$ cat src/verilog/intc_pkg.sv
/* Interrupt controller package: bus widths, register map, APB request and
   response structs, and the claim-clear struct. */
package intc_pkg;

  // APB data and address widths.
  localparam int DATA_W = 32;
  localparam int ADDR_W = 8;

  // Wide enough to name any of up to 256 sources.
  localparam int IRQ_ID_W = 8;

  // Register offsets on the APB address bus.
  typedef enum logic [ADDR_W-1:0] {
    REG_ENABLE  = 8'h00,
    REG_MODE    = 8'h04,
    REG_PENDING = 8'h08,
    REG_CLAIM   = 8'h0C
  } intc_reg_e;

  // Request from the bus master.
  typedef struct packed {
    logic              psel;
    logic              penable;
    logic              pwrite;
    logic [ADDR_W-1:0] paddr;
    logic [DATA_W-1:0] pwdata;
  } apb_req_t;

  // Response from the slave.
  typedef struct packed {
    logic [DATA_W-1:0] prdata;
    logic              pready;
    logic              pslverr;
  } apb_rsp_t;

  // One-cycle clear of an edge-mode pending bit, named by source ID.
  typedef struct packed {
    logic                valid;
    logic [IRQ_ID_W-1:0] id;
  } irq_clear_t;

endpackage

$ cat src/verilog/intc_apb_regs.sv
/* APB register slave for the interrupt controller: enable and mode
   registers, pending and claim reads, claim-write clear, irq output. */
`timescale 1ns/10ps

module intc_apb_regs
  import intc_pkg::*;
#(
  parameter int NUM_IRQ = 16
) (
  input  logic                       clk,
  input  logic                       rst,
  input  apb_req_t                   apb_req,
  output apb_rsp_t                   apb_rsp,
  input  logic [NUM_IRQ-1:0]         pending,
  input  logic [$clog2(NUM_IRQ)-1:0] enc_addr,
  output logic [NUM_IRQ-1:0]         masked,
  output logic [NUM_IRQ-1:0]         mode,
  output irq_clear_t                 clear,
  output logic                       irq
);

  localparam int IDX_W = $clog2(NUM_IRQ);

  intc_reg_e          reg_sel;
  logic               access;
  logic               mapped;
  logic               bad_acc;
  logic               wr_en;
  logic [NUM_IRQ-1:0] enable_q;
  logic [NUM_IRQ-1:0] mode_q;
  logic [DATA_W-1:0]  rd_data;
  logic               irq_q;

  assign reg_sel = intc_reg_e'(apb_req.paddr);
  assign access  = apb_req.psel & apb_req.penable;

  always_comb begin
    case (reg_sel)
      REG_ENABLE, REG_MODE, REG_PENDING, REG_CLAIM: mapped = 1'b1;
      default:                                      mapped = 1'b0;
    endcase
  end

  // PENDING is read-only, so a write there is an error too.
  assign bad_acc = ~mapped | (apb_req.pwrite & (reg_sel == REG_PENDING));
  assign wr_en   = access & apb_req.pwrite & ~bad_acc;

  always_ff @(posedge clk) begin
    if (rst) begin
      enable_q <= '0;
      mode_q   <= '0;
    end else if (wr_en) begin
      if (reg_sel == REG_ENABLE) begin
        enable_q <= apb_req.pwdata[NUM_IRQ-1:0];
      end
      if (reg_sel == REG_MODE) begin
        mode_q <= apb_req.pwdata[NUM_IRQ-1:0];
      end
    end
  end

  // A claim write drives the clear for its access cycle only.
  assign clear.valid = wr_en & (reg_sel == REG_CLAIM);
  assign clear.id    = apb_req.pwdata[IRQ_ID_W-1:0];

  assign masked = pending & enable_q;
  assign mode   = mode_q;

  // Read mux from the current register state.
  always_comb begin
    rd_data = '0;
    if (apb_req.psel && !apb_req.pwrite) begin
      case (reg_sel)
        REG_ENABLE:  rd_data = DATA_W'(enable_q);
        REG_MODE:    rd_data = DATA_W'(mode_q);
        REG_PENDING: rd_data = DATA_W'(pending);
        REG_CLAIM: begin
          rd_data[DATA_W-1]  = |masked;
          rd_data[IDX_W-1:0] = enc_addr;
        end
        default:     rd_data = '0;
      endcase
    end
  end

  assign apb_rsp.prdata  = rd_data;
  assign apb_rsp.pready  = 1'b1;
  assign apb_rsp.pslverr = access & bad_acc;

  // The interrupt line lags the masked vector by one cycle.
  always_ff @(posedge clk) begin
    if (rst) begin
      irq_q <= 1'b0;
    end else begin
      irq_q <= |masked;
    end
  end

  assign irq = irq_q;

endmodule

$ cat src/verilog/intc_top.sv
/* Interrupt controller top level: source capture, APB registers and
   priority encoder. */
`timescale 1ns/10ps

module intc_top
  import intc_pkg::*;
#(
  parameter int NUM_IRQ = 16
) (
  input  logic               clk,
  input  logic               rst,
  input  apb_req_t           apb_req,
  output apb_rsp_t           apb_rsp,
  input  logic [NUM_IRQ-1:0] irq_src,
  output logic               irq
);

  localparam int ENC_W = $clog2(NUM_IRQ);

  logic [NUM_IRQ-1:0] pending;
  logic [NUM_IRQ-1:0] mode;
  logic [NUM_IRQ-1:0] masked;
  logic [ENC_W-1:0]   enc_addr;
  irq_clear_t         clear;

  irq_capture #(
    .NUM_IRQ (NUM_IRQ)
  ) u_capture (
    .clk     (clk),
    .rst     (rst),
    .irq_src (irq_src),
    .mode    (mode),
    .clear   (clear),
    .pending (pending)
  );

  intc_apb_regs #(
    .NUM_IRQ (NUM_IRQ)
  ) u_regs (
    .clk      (clk),
    .rst      (rst),
    .apb_req  (apb_req),
    .apb_rsp  (apb_rsp),
    .pending  (pending),
    .enc_addr (enc_addr),
    .masked   (masked),
    .mode     (mode),
    .clear    (clear),
    .irq      (irq)
  );

  // Highest-numbered enabled pending source becomes the claim ID.
  prio_enc_function #(
    .W (NUM_IRQ)
  ) u_enc (
    .req      (masked),
    .enc_addr (enc_addr)
  );

endmodule

$ cat src/verilog/irq_capture.sv
/* Interrupt source capture: rising-edge detection and per-source pending
   bits, with level or edge behaviour and clear by ID. */
`timescale 1ns/10ps

module irq_capture
  import intc_pkg::*;
#(
  parameter int NUM_IRQ = 16
) (
  input  logic               clk,
  input  logic               rst,
  input  logic [NUM_IRQ-1:0] irq_src,
  input  logic [NUM_IRQ-1:0] mode,
  input  irq_clear_t         clear,
  output logic [NUM_IRQ-1:0] pending
);

  logic [NUM_IRQ-1:0] src_q;
  logic [NUM_IRQ-1:0] rise;
  logic [NUM_IRQ-1:0] clr_hit;
  logic [NUM_IRQ-1:0] pending_next;

  // Source was low last cycle and is high now.
  assign rise = irq_src & ~src_q;

  for (genvar i = 0; i < NUM_IRQ; i++) begin : g_src
    assign clr_hit[i] = clear.valid && (clear.id == IRQ_ID_W'(i));

    // Edge mode holds the bit until claimed; a new edge beats the clear.
    // Level mode just follows the source and ignores clears.
    always_comb begin
      if (mode[i]) begin
        pending_next[i] = rise[i] | (pending[i] & ~clr_hit[i]);
      end else begin
        pending_next[i] = irq_src[i];
      end
    end
  end

  always_ff @(posedge clk) begin
    if (rst) begin
      src_q   <= '0;
      pending <= '0;
    end else begin
      src_q   <= irq_src;
      pending <= pending_next;
    end
  end

endmodule

$ cat src/verilog/prio_enc_function.sv
/* Priority encoder returning the index of the highest set request bit,
   with its recursive split finder. */
`timescale 1ns/10ps

module prio_enc_function #(
  parameter int W = 16
) (
  input  logic [W-1:0]         req,
  output logic [$clog2(W)-1:0] enc_addr
);

  localparam int AW    = $clog2(W);
  localparam int PAIRS = W / 2;

  logic [PAIRS-1:0]         pair_valid;
  logic [PAIRS-1:0][AW-1:0] pair_addr;
  logic                     top_found;
  logic [AW-1:0]            top_addr;

  // First level works on pairs; the odd bit of each pair wins.
  for (genvar i = 0; i < PAIRS; i++) begin : g_pair
    assign pair_valid[i] = req[2*i+1] | req[2*i];
    assign pair_addr[i]  = req[2*i+1] ? AW'(2*i+1) : AW'(2*i);
  end

  prio_enc_finder #(
    .WIDTH (PAIRS),
    .AW    (AW)
  ) u_finder (
    .valid      (pair_valid),
    .addr       (pair_addr),
    .found      (top_found),
    .found_addr (top_addr)
  );

  // An empty request reports index 0.
  assign enc_addr = top_found ? top_addr : '0;

endmodule

module prio_enc_finder #(
  parameter int WIDTH = 8,
  parameter int AW    = 4
) (
  input  logic [WIDTH-1:0]         valid,
  input  logic [WIDTH-1:0][AW-1:0] addr,
  output logic                     found,
  output logic [AW-1:0]            found_addr
);

  if (WIDTH == 1) begin : g_leaf
    assign found      = valid[0];
    assign found_addr = addr[0];
  end else begin : g_split
    localparam int HALF = WIDTH / 2;

    logic          hi_found;
    logic          lo_found;
    logic [AW-1:0] hi_addr;
    logic [AW-1:0] lo_addr;

    prio_enc_finder #(
      .WIDTH (WIDTH - HALF),
      .AW    (AW)
    ) u_hi (
      .valid      (valid[WIDTH-1:HALF]),
      .addr       (addr[WIDTH-1:HALF]),
      .found      (hi_found),
      .found_addr (hi_addr)
    );

    prio_enc_finder #(
      .WIDTH (HALF),
      .AW    (AW)
    ) u_lo (
      .valid      (valid[HALF-1:0]),
      .addr       (addr[HALF-1:0]),
      .found      (lo_found),
      .found_addr (lo_addr)
    );

    // The upper half always beats the lower half.
    assign found      = hi_found | lo_found;
    assign found_addr = hi_found ? hi_addr : lo_addr;
  end

endmodule
$ cat config.mk
export PLATFORM = sky130hd
export DESIGN_NAME = intc_top
export DESIGN_NICKNAME = d
export VERILOG_FILES = /design/src/verilog/intc_pkg.sv /design/src/verilog/intc_apb_regs.sv /design/src/verilog/intc_top.sv /design/src/verilog/irq_capture.sv /design/src/verilog/prio_enc_function.sv
export SDC_FILE = /design/constraint.sdc
export NUM_CORES = 1
export LEC_CHECK = 0
export BUFFER_PORTS_ARGS = -buffer_cell sky130_fd_sc_hd__clkbuf_2
export CAP_MARGIN = 0
export CORE_MARGIN = 2
export CORE_UTILIZATION = 40
export DETAILED_ROUTE_END_ITERATION = 10
export HOLD_SLACK_MARGIN = 0.06
export PLACE_DENSITY = 0.77
export SLEW_MARGIN = 20
export SYNTH_ARGS = -nofsm -noshare
export SYNTH_HDL_FRONTEND = slang
export SYNTH_SLANG_ARGS = --single-unit
$ cat constraint.sdc
create_clock -name clk -period 1.7 [get_ports clk]
set_input_delay 0.085 -clock clk [delete_from_list [all_inputs] [get_ports clk]]
set_output_delay 0.085 -clock clk [all_outputs]
set_load 0.02 [all_outputs]
==> parameters.txt, run 1 <==
Parameter                              Value

Logic synthesis
  Cell with the most instances after synthesis    sky130_fd_sc_hd__nor2_1
  Commonest cells post-synth    sky130_fd_sc_hd__nor2_1, sky130_fd_sc_hd__dfxtp_1, sky130_fd_sc_hd__mux2i_1, sky130_fd_sc_hd__nand2_1, sky130_fd_sc_hd__nor2b_1
  Synth top area share    40.7%
  Number of flops mapped to enable cells by yosys    0
  Netlist cell types    38
  Cells taking the most area after synthesis    sky130_fd_sc_hd__dfxtp_1, sky130_fd_sc_hd__mux2i_1, sky130_fd_sc_hd__nor2_1
  Syn_area_per_cell    8.39 sq um
  Most used DFF post-synth    sky130_fd_sc_hd__dfxtp_1
  Combined area of all synthesized cells    0.00320 sq mm
  Async set or reset register ratio after synthesis    0%
  Share of synthesized area occupied by flip-flops and latches    40.7%
  Flip-flop and latch count after synthesis    65
  Warning count from the yosys run    0
  Syn Inst Count    381
  Cell taking the most area after synthesis    sky130_fd_sc_hd__dfxtp_1

Placement
  Cell Count Post-Placement    561
  Final weighted congestion of routability-driven global placement    0.822
  Estimated wirelength of the detail-placed design    5980 um
  Pre-CTS worst setup slack    -0.201 ns
  Number of buffers added on ports    63

Die
  Starting Density    41.4%
  IO Count    96
  Core region area    0.00773 sq mm
  Horiz. Die Dim    93.4 um
  Total Die Area    0.00872 sq mm
  Total number of placement rows    32
  DIE HEIGHT    93.4 um

Clock tree
  Post-CTS clock slew at the launch and capture registers of the worst setup and hold paths    0.07 ns
  Clock Sinks    65
  Max clock buf depth    2
  CTS tree    done
  Number of buffers added by the clock tree synthesis step    9
  Clock latency reported for the late side of the worst-skew pair    0.35 ns
  Number of levels the H-tree was split into    3
  Root Buffer    sky130_fd_sc_hd__clkbuf_8

STA
  Count of endpoints failing hold in the final timing report    0
  Final critical-path required period    2.15 ns
  Final period utilization    126%
  Count of final setup violators    5
  Max Clock Freq    465 MHz
  PnR worst setup slack    -0.450 ns
  Setup TNS    -1.99 ns
  RSZ-0062 raised after global routing    yes
  Pins over their slew limit    0
  Layout Skew    0.00679 ns

Power
  Leakage power of the design    2.08 nW
  Total Power    3.41 mW
  Peak supply drop    0.000384 V
  Power Density    784 mW/mm^2

Min path
  Depth of the worst hold-timing path    3
  Hold Crit Class    primary input to flop
  End point of the most critical hold path    u_regs.enable_q[2]
  Source of the worst hold timing path    apb_req[2]

Setup path
  CP max FO    5
  R2r startpoint    u_capture.pending[11]
  End of the worst register-to-register path    u_regs.irq
  Arrival time reported for the critical path endpoint    2.06 ns
  Worst Reg2Reg Path Length in Cells    7
  Critical path required time    1.62 ns
  Start-to-end type of the worst setup path    flop to output port
  CP Launch Type    flop
  Setup slack of the worst register-to-register path    0.23 ns
  CP endpoint kind    output port

Drt
  # DRC    0
  Detailed Route WL    8720 um
  Detailed-route via count    3081
  Vias/cell    5.06
  Total iterations of the first detailed-routing run    4
  Residual antenna-violating net count after detailed routing    0
  Average routed wire per standard cell    14.3 um
  Number of DRC violations after detailed-routing iteration 0    174

Job
  Number of max-cap violations    0

Outcome
  Violated checks    setup timing
  Status    finished with violations

GRT
  Grt total ovfl    0
  Total track usage    21.1%
  Pin count of the biggest net entering global routing    66
  Vias in the first global route    3019
  Wire length of the first global-routing pass    14300 um
  Initial antenna violation count    0

Cells and area
  Core utilization of the finished layout    56.3%
  Layout overhead on the synthesized area    36.2%
  Fraction of final layout cells with drive strength greater than 1    25.4%
  Antenna Diode Count    0
  Number of nets in the finished design    563
  Fill cell total of the finished layout    714
  Non-filler instance count after layout    609
-- registers in the layout, indices dropped and copies added, names as in the netlist --
signal and flops:
u_regs.mode 16, u_regs.irq 1, u_regs.enable_q 16, u_capture.src_q 16, u_capture.pending 16
-- worst max path at each step --
stage	from	end	slack, ns	depth (start not counted)
5_1_grt	u_capture.pending[11]	apb_rsp[5]	-0.54	7
2_1_floorplan	u_capture.pending[11]	apb_rsp[2]	0.02	5
3_3_place_gp	u_capture.pending[11]	apb_rsp[5]	-0.22	7
4_1_cts	u_regs.enable_q[11]	apb_rsp[5]	-0.47	7
3_5_place_dp	u_capture.pending[11]	apb_rsp[5]	-0.20	7
6_report	u_capture.pending[11]	apb_rsp[2]	-0.45	8
-- kinds of logic after synthesis --
logic type / count (synthesis) / synth area share [%]
buf+inv: 38 / 6.77
mux: 48 / 15.5
compound gates: 52 / 11.8
flops: 65 / 40.7
other cells: 2 / 0.235
simple gates: 176 / 25.0
-- critical path, cell delays in order, from the launching register on --
cell and delay [ns]:
sky130_fd_sc_hd__dfxtp_2 0.32, sky130_fd_sc_hd__a22o_1 0.25, sky130_fd_sc_hd__a221oi_2 0.17, sky130_fd_sc_hd__buf_4 0.16, sky130_fd_sc_hd__nand2_4 0.06, sky130_fd_sc_hd__o31ai_1 0.32, sky130_fd_sc_hd__buf_4 0.18, sky130_fd_sc_hd__o22ai_1 0.07
sky130_fd_sc_hd__clkbuf_4 0.18
-- metrics by stage --
step,area (sq um),hold WS (ns)
after floorplan,3250,0.229
after global placement,3770,0.338
after detailed placement,3770,0.346
after CTS,4320,0.0602
after global routing,4350,0.0851
final,4350,0.0728
-- timing repair --
| item | 4_1_cts | 5_1_grt |
|---|---|---|
| endpoints found under the hold margin | 39 | 0 |
| hold buffers | 28 | 0 |
| pin swaps | 3 | 2 |
| cloned | 0 | 0 |
| buffers inserted | 2 | 2 |
| endpoints found under the setup margin | 5 | 5 |
| gates resized for setup | 8 | 8 |
-- per-layer routing --
| metal | vias to the layer above | global-route usage, % | part of all wire (%) |
|---|---|---|---|
| met2 | 101 | 34.7 | 49 |
| li1 | 1525 | - | - |
| met5 | - | 0 | 0 |
| met4 | 0 | 9.44 | 2.1 |
| met3 | 17 | 5.16 | 5.8 |
| met1 | 1438 | 26.1 | 43 |
-- final cells by class --
class / count / area (sq um) / area share [%]
sequential: 65 / 1300 / 30.0
clock buffer: 14 / 163 / 3.74
multi-input combinational: 292 / 1760 / 40.5
clock inverter: 2 / 60.1 / 1.38
tap: 102 / 128 / 2.93
inverter: 2 / 7.51 / 0.173
timing repair buffer: 132 / 927 / 21.3
-- placed cells by master, fill, tap and decap left out, types with 5 or more instances in the layout --
| cell type | count |
|---|---|
| sky130_fd_sc_hd__nand3_1 | 13 |
| sky130_fd_sc_hd__nand4_1 | 5 |
| sky130_fd_sc_hd__dlygate4sd3_1 | 28 |
| sky130_fd_sc_hd__clkbuf_2 | 60 |
| sky130_fd_sc_hd__conb_1 | 16 |
| sky130_fd_sc_hd__a22o_1 | 19 |
| sky130_fd_sc_hd__mux2i_1 | 46 |
| sky130_fd_sc_hd__nand2_1 | 43 |
| sky130_fd_sc_hd__buf_4 | 41 |
| sky130_fd_sc_hd__clkbuf_8 | 11 |
| sky130_fd_sc_hd__nor2_1 | 80 |
| sky130_fd_sc_hd__nor2b_1 | 21 |
| sky130_fd_sc_hd__dfxtp_1 | 63 |
| sky130_fd_sc_hd__a21oi_1 | 16 |
-- report_power, final --
part	internal [mW]	switching (mW)	total (mW)
clock	0.909	0.585	1.49
combinational	0.157	0.179	0.336
sequential	1.56	0.0198	1.58
(Power assumes the default switching activity.)
==> run 2, diff against run 1 <==
==> constraint.sdc (replaced) <==
create_clock -name clk -period 1.7 [get_ports clk]
set_input_delay 0.085 -clock clk [delete_from_list [all_inputs] [get_ports clk]]
set_output_delay 0.085 -clock clk [all_outputs]
set_load 0.01 [all_outputs]
==> parameters.txt, run 2 (synthesis results as in run 1) <==
Parameter                              Value

Setup path
  CP endpoint kind    output port
  Critical path required time    1.62 ns
  Instance count on the critical path    6
  Worst Reg2Reg Path Length in Cells    6
  Number of buffer and inverter instances along the worst setup path    1
  Start-to-end type of the worst setup path    flop to output port
  Maximum cell stage delay along the critical path    0.47 ns
  Worst path slowest cell    sky130_fd_sc_hd__mux4_2
  Arrival time reported for the critical path endpoint    2.03 ns
  CP Launch Type    flop
  Cell Chain, Critical Path    a22o_1, a221oi_4, nand2_2, mux4_2, nor2b_1, clkbuf_2
  Kind of cell with the highest combined delay on the critical path    compound AO/OA/AOI/OAI gates
  CP max FO    4

STA
  RSZ-0062 raised after global routing    yes
  Count of final setup violators    5
  Count of endpoints failing hold in the final timing report    0
  Final period utilization    124%
  Max Clock Freq    473 MHz
  Pins over their slew limit    0
  PnR worst setup slack    -0.413 ns
  Layout Skew    0.00651 ns
  Final critical-path required period    2.11 ns
  Hold slack final    0.0701 ns

Clock tree
  Root Buffer    sky130_fd_sc_hd__clkbuf_8
  Number of buffers added by the clock tree synthesis step    9
  Clock Sinks    65
  Max clock buf depth    2
  CTS tree    done
  Post-CTS clock slew at the launch and capture registers of the worst setup and hold paths    0.07 ns
  Number of levels the H-tree was split into    3
  Clock latency reported for the late side of the worst-skew pair    0.35 ns

Power
  Power Density    781 mW/mm^2
  Peak supply drop    0.000430 V
  Leakage power of the design    2.08 nW
  Total Power    3.40 mW

Drt
  Detailed-route via count    3083
  Detailed Route WL    8880 um
  Average routed wire per standard cell    14.6 um
  Total iterations of the first detailed-routing run    4
  Number of DRC violations after detailed-routing iteration 0    182
  Vias/cell    5.07
  # DRC    0
  Residual antenna-violating net count after detailed routing    0

Outcome
  Status    finished with violations
  Violated checks    setup timing

Die
  Total number of placement rows    32
  Horiz. Die Dim    93.4 um
  IO Count    96
  Core region area    0.00773 sq mm
  DIE HEIGHT    93.4 um
  Starting Density    41.4%
  Total Die Area    0.00872 sq mm

Placement
  Estimated wirelength of the detail-placed design    5920 um
  Final weighted congestion of routability-driven global placement    0.830
  Number of buffers added on ports    63

GRT
  Grt total ovfl    0
  Total track usage    20.7%
  Vias in the first global route    2996
  Initial antenna violation count    0
  Pin count of the biggest net entering global routing    66
  Wire length of the first global-routing pass    14100 um

Cells and area
  Core utilization of the finished layout    56.3%
  Number of nets in the finished design    562
  Layout overhead on the synthesized area    36.3%
  Commonest cells after routing, fill and taps aside    sky130_fd_sc_hd__nor2_1, sky130_fd_sc_hd__dfxtp_1, sky130_fd_sc_hd__clkbuf_2
  Fill cell total of the finished layout    692
  Antenna Diode Count    0
  Fraction of final layout cells with drive strength greater than 1    25.9%
  Commonest non-fill, non-tap cell in the layout    sky130_fd_sc_hd__nor2_1

Min path
  Hold Crit Class    primary input to flop
  Depth of the worst hold-timing path    3

Job
  Number of max-cap violations    0
## run 2: cell types whose count changed in the layout (fill, tap and decap cells not counted), sizes merged
| cell | before | now |
|---|---|---|
| buf | 43 | 41 |
| clkbuf | 75 | 73 |
| clkinv | 0 | 2 |
| clkinvlp | 0 | 1 |
## run 2: what timing repair did
item                                    4_1_cts  5_1_grt
gates resized for setup                       7        3
hold buffers                                 28        0
setup buffers                                 3        1
pin swaps                                     5        2
hold endpoints to repair                     39        0
endpoints found under the setup margin        5        5
## run 2: worst paths after layout
kind | slack (ns) | startpoint | endpoint
hold / removal | 0.07 | apb_req[2] | u_regs.mode[2]
setup / recovery | -0.41 | u_capture.pending[11] | apb_rsp[5]
setup reg to reg | 0.21 | u_capture.pending[11] | u_regs.irq
hold reg to reg | 0.48 | u_capture.src_q[13] | u_capture.pending[13]
## run 2: stage by stage
| stage | instances | worst slack, ns | TNS (ns) | cell area (sq um) |
|---|---|---|---|---|
| 3_3_place_gp | 560 | -0.210 | -0.453 | 3760 |
| 4_1_cts | 607 | -0.451 | -1.73 | 4320 |
| 2_1_floorplan | 395 | 0.0603 | 0 | 3250 |
| 5_1_grt | 608 | -0.467 | -1.89 | 4350 |
| 6_report | 608 | -0.413 | -1.58 | 4350 |
| 3_5_place_dp | 560 | -0.278 | -0.774 | 3760 |
## run 2: power breakdown
part | switching, mW | internal, mW
Sequential | 0.0214 | 1.56
Combinational | 0.165 | 0.157
Clock | 0.594 | 0.900
Total | 0.781 | 2.62
## run 2: worst register-to-register path: stages (launching register included)
cell and delay [ns]:
sky130_fd_sc_hd__dfxtp_1 0.31, sky130_fd_sc_hd__a22o_1 0.27, sky130_fd_sc_hd__a221oi_4 0.24, sky130_fd_sc_hd__nand2_2 0.12
sky130_fd_sc_hd__buf_4 0.16, sky130_fd_sc_hd__nor3_1 0.21, sky130_fd_sc_hd__nor2_1 0.06
## run 2: cell type report
cell class	instances	area (sq um)	area share [%]
clock inverters	5	77.6	1.78
flip-flops and latches	65	1300	29.9
repair buffers	131	908	20.9
clock buffers	11	151	3.48
well taps	102	128	2.93
inverters	2	7.51	0.172
multi-input cells	292	1780	40.9
## run 2: layer usage
layer  GRT usage [%]  vias up  wire length, um
met5               0        -                0
met4            9.19        0              233
met3            3.38       21              536
met2            35.1      103             4360
met1            25.7     1437             3750
li1                -     1522                -
==> run 3, diff against run 2 <==
--- a/config.mk
+++ b/config.mk
@@ -11,8 +11,8 @@
 export CORE_UTILIZATION = 40
 export DETAILED_ROUTE_END_ITERATION = 10
 export HOLD_SLACK_MARGIN = 0.06
-export PLACE_DENSITY = 0.77
-export SLEW_MARGIN = 20
+export PLACE_DENSITY = 0.75
+export SLEW_MARGIN = 40
 export SYNTH_ARGS = -nofsm -noshare
 export SYNTH_HDL_FRONTEND = slang
 export SYNTH_SLANG_ARGS = --single-unit
==> constraint.sdc (replaced) <==
create_clock -name clk -period 2.4 [get_ports clk]
set_input_delay 0.12 -clock clk [delete_from_list [all_inputs] [get_ports clk]]
set_output_delay 0.12 -clock clk [all_outputs]
set_load 0.01 [all_outputs]
==> parameters.txt, run 3 (synthesis results as in run 1) <==
Parameter                              Value

Cells and area
  Commonest cells after routing, fill and taps aside    sky130_fd_sc_hd__nor2_1, sky130_fd_sc_hd__dfxtp_1, sky130_fd_sc_hd__clkbuf_2
  Non-filler instance count after layout    577
  Commonest non-fill, non-tap cell in the layout    sky130_fd_sc_hd__nor2_1
  Number of nets in the finished design    532
  Fraction of final layout cells with drive strength greater than 1    19.6%
  Fill cell total of the finished layout    719
  Core utilization of the finished layout    52.6%
  Sequential cell area in the final layout    0.00130 sq mm
  Final standard cell area without fillers    0.00406 sq mm
  Layout overhead on the synthesized area    27.2%
  Area of combinational cells with multiple inputs    0.00174 sq mm
  Antenna Diode Count    0

Clock tree
  Clock Sinks    65
  Root Buffer    sky130_fd_sc_hd__clkbuf_8
  CTS tree    done
  Number of buffers added by the clock tree synthesis step    9
  Clock latency reported for the late side of the worst-skew pair    0.34 ns
  Max clock buf depth    2
  Post-CTS clock slew at the launch and capture registers of the worst setup and hold paths    0.07 ns
  Number of levels the H-tree was split into    3

Drt
  Average routed wire per standard cell    14.2 um
  Residual antenna-violating net count after detailed routing    0
  Highest layer used for signal routing    met4
  Vias/cell    5.05
  Met3 wire length    457 um
  Detailed Route WL    8170 um
  Number of DRC violations after detailed-routing iteration 0    162
  Wire length the detailed router placed on met1    3560 um
  # DRC    0
  Total iterations of the first detailed-routing run    4
  Detailed-route via count    2911
  Detailed-routed wire length on met2    4010 um

Job
  Number of max-cap violations    0

Setup path
  CP Launch Type    flop
  End of the worst register-to-register path    u_regs.irq
  R2r startpoint    u_capture.pending[7]
  CP max FO    5
  Arrival time reported for the critical path endpoint    2.13 ns
  Worst Reg2Reg Path Length in Cells    4
  Setup slack of the worst register-to-register path    0.91 ns
  Start-to-end type of the worst setup path    flop to output port
  Critical path required time    2.28 ns
  CP endpoint kind    output port

STA
  Layout Skew    0.00566 ns
  Final critical-path required period    2.25 ns
  PnR worst setup slack    0.148 ns
  Final period utilization    93.8%
  Max Clock Freq    444 MHz
  Pins over their slew limit    0
  Count of final setup violators    0
  Hold slack final    0.123 ns
  RSZ-0062 raised after global routing    no
  Setup TNS    0 ns
  Count of endpoints failing hold in the final timing report    0

Placement
  Pre-CTS worst setup slack    0.329 ns
  Final weighted congestion of routability-driven global placement    0.864
  Number of buffers added on ports    63
  Estimated wirelength of the detail-placed design    5550 um
  Post-placement cell area    0.00355 sq mm
  Cell Count Post-Placement    533

Power
  Sequential power share    48.2%
  Power dissipated by switching net loads    0.522 mW
  Combinational share of power    8.8%
  Peak supply drop    0.000293 V
  Switching share of power    22.4%
  Clock network fraction of total power    43.0%
  Cell internal pwr    1.81 mW
  Power Density    574 mW/mm^2
  Total Power    2.33 mW
  Leakage power of the design    1.90 nW

Die
  Total number of placement rows    32
  DIE HEIGHT    93.4 um
  Horiz. Die Dim    93.4 um
  Total Die Area    0.00872 sq mm
  Core region area    0.00773 sq mm
  Starting Density    41.4%
  IO Count    96

Min path
  Depth of the worst hold-timing path    3
  Source of the worst hold timing path    apb_req[2]
  End point of the most critical hold path    u_regs.enable_q[2]
  Hold Crit Class    primary input to flop

GRT
  Initial antenna violation count    0
  Pin count of the biggest net entering global routing    33
  Wire length of the first global-routing pass    12800 um
  Grt total ovfl    0
  Total track usage    19.0%
  Vias in the first global route    2714

Outcome
  Status    completed
run 3: worst max-delay path by stage:
stage	from	end	slack [ns]	depth (start not counted)
3_5_place_dp	u_capture.pending[11]	apb_rsp[5]	0.33	6
6_report	u_capture.pending[11]	apb_rsp[5]	0.15	6
5_1_grt	u_capture.pending[11]	apb_rsp[5]	0.04	6
4_1_cts	u_capture.pending[11]	apb_rsp[5]	0.08	6
3_3_place_gp	u_capture.pending[11]	apb_rsp[5]	0.38	6
2_1_floorplan	u_capture.pending[11]	apb_rsp[5]	0.73	5
run 3: power groups by stage:
stage	registers (mW)	clock network [mW]	logic [mW]
after floorplan	1.14	0	0.119
after global placement	1.15	0	0.163
after detailed placement	1.15	0	0.165
after CTS	1.13	1.02	0.203
after global routing	1.13	1.06	0.224
final	1.13	1.00	0.204
run 3: area by class of cell:
class / instances / share of cell area, %
clock buffer: 12 / 3.57
clock inverter: 3 / 1.60
inverter: 2 / 0.185
multi-input combinational: 292 / 42.9
sequential: 65 / 32.0
tap: 102 / 3.14
timing repair buffer: 101 / 16.6
run 3: what timing repair did:
action / 4_1_cts / 5_1_grt
resized for setup: 1 / 2
hold buffers: 29 / 0
hold endpoints to repair: 38 / 0
setup buffers: 0 / 0
endpoints found under the setup margin: 2 / 3
gates cloned: 0 / 0
run 3: critical path: stages, from the launching register on:
cell	delay (ns)
sky130_fd_sc_hd__dfxtp_1	0.33
sky130_fd_sc_hd__a22o_1	0.27
sky130_fd_sc_hd__a221oi_2	0.27
sky130_fd_sc_hd__nand2_2	0.15
sky130_fd_sc_hd__mux4_2	0.48
sky130_fd_sc_hd__nor2b_1	0.14
sky130_fd_sc_hd__clkbuf_2	0.14
run 3: layer usage:
metal,GRT usage [%],vias up
met5,0,-
met2,31.2,96
met4,8.70,0
li1,-,1464
met1,23.5,1337
met3,4.51,14
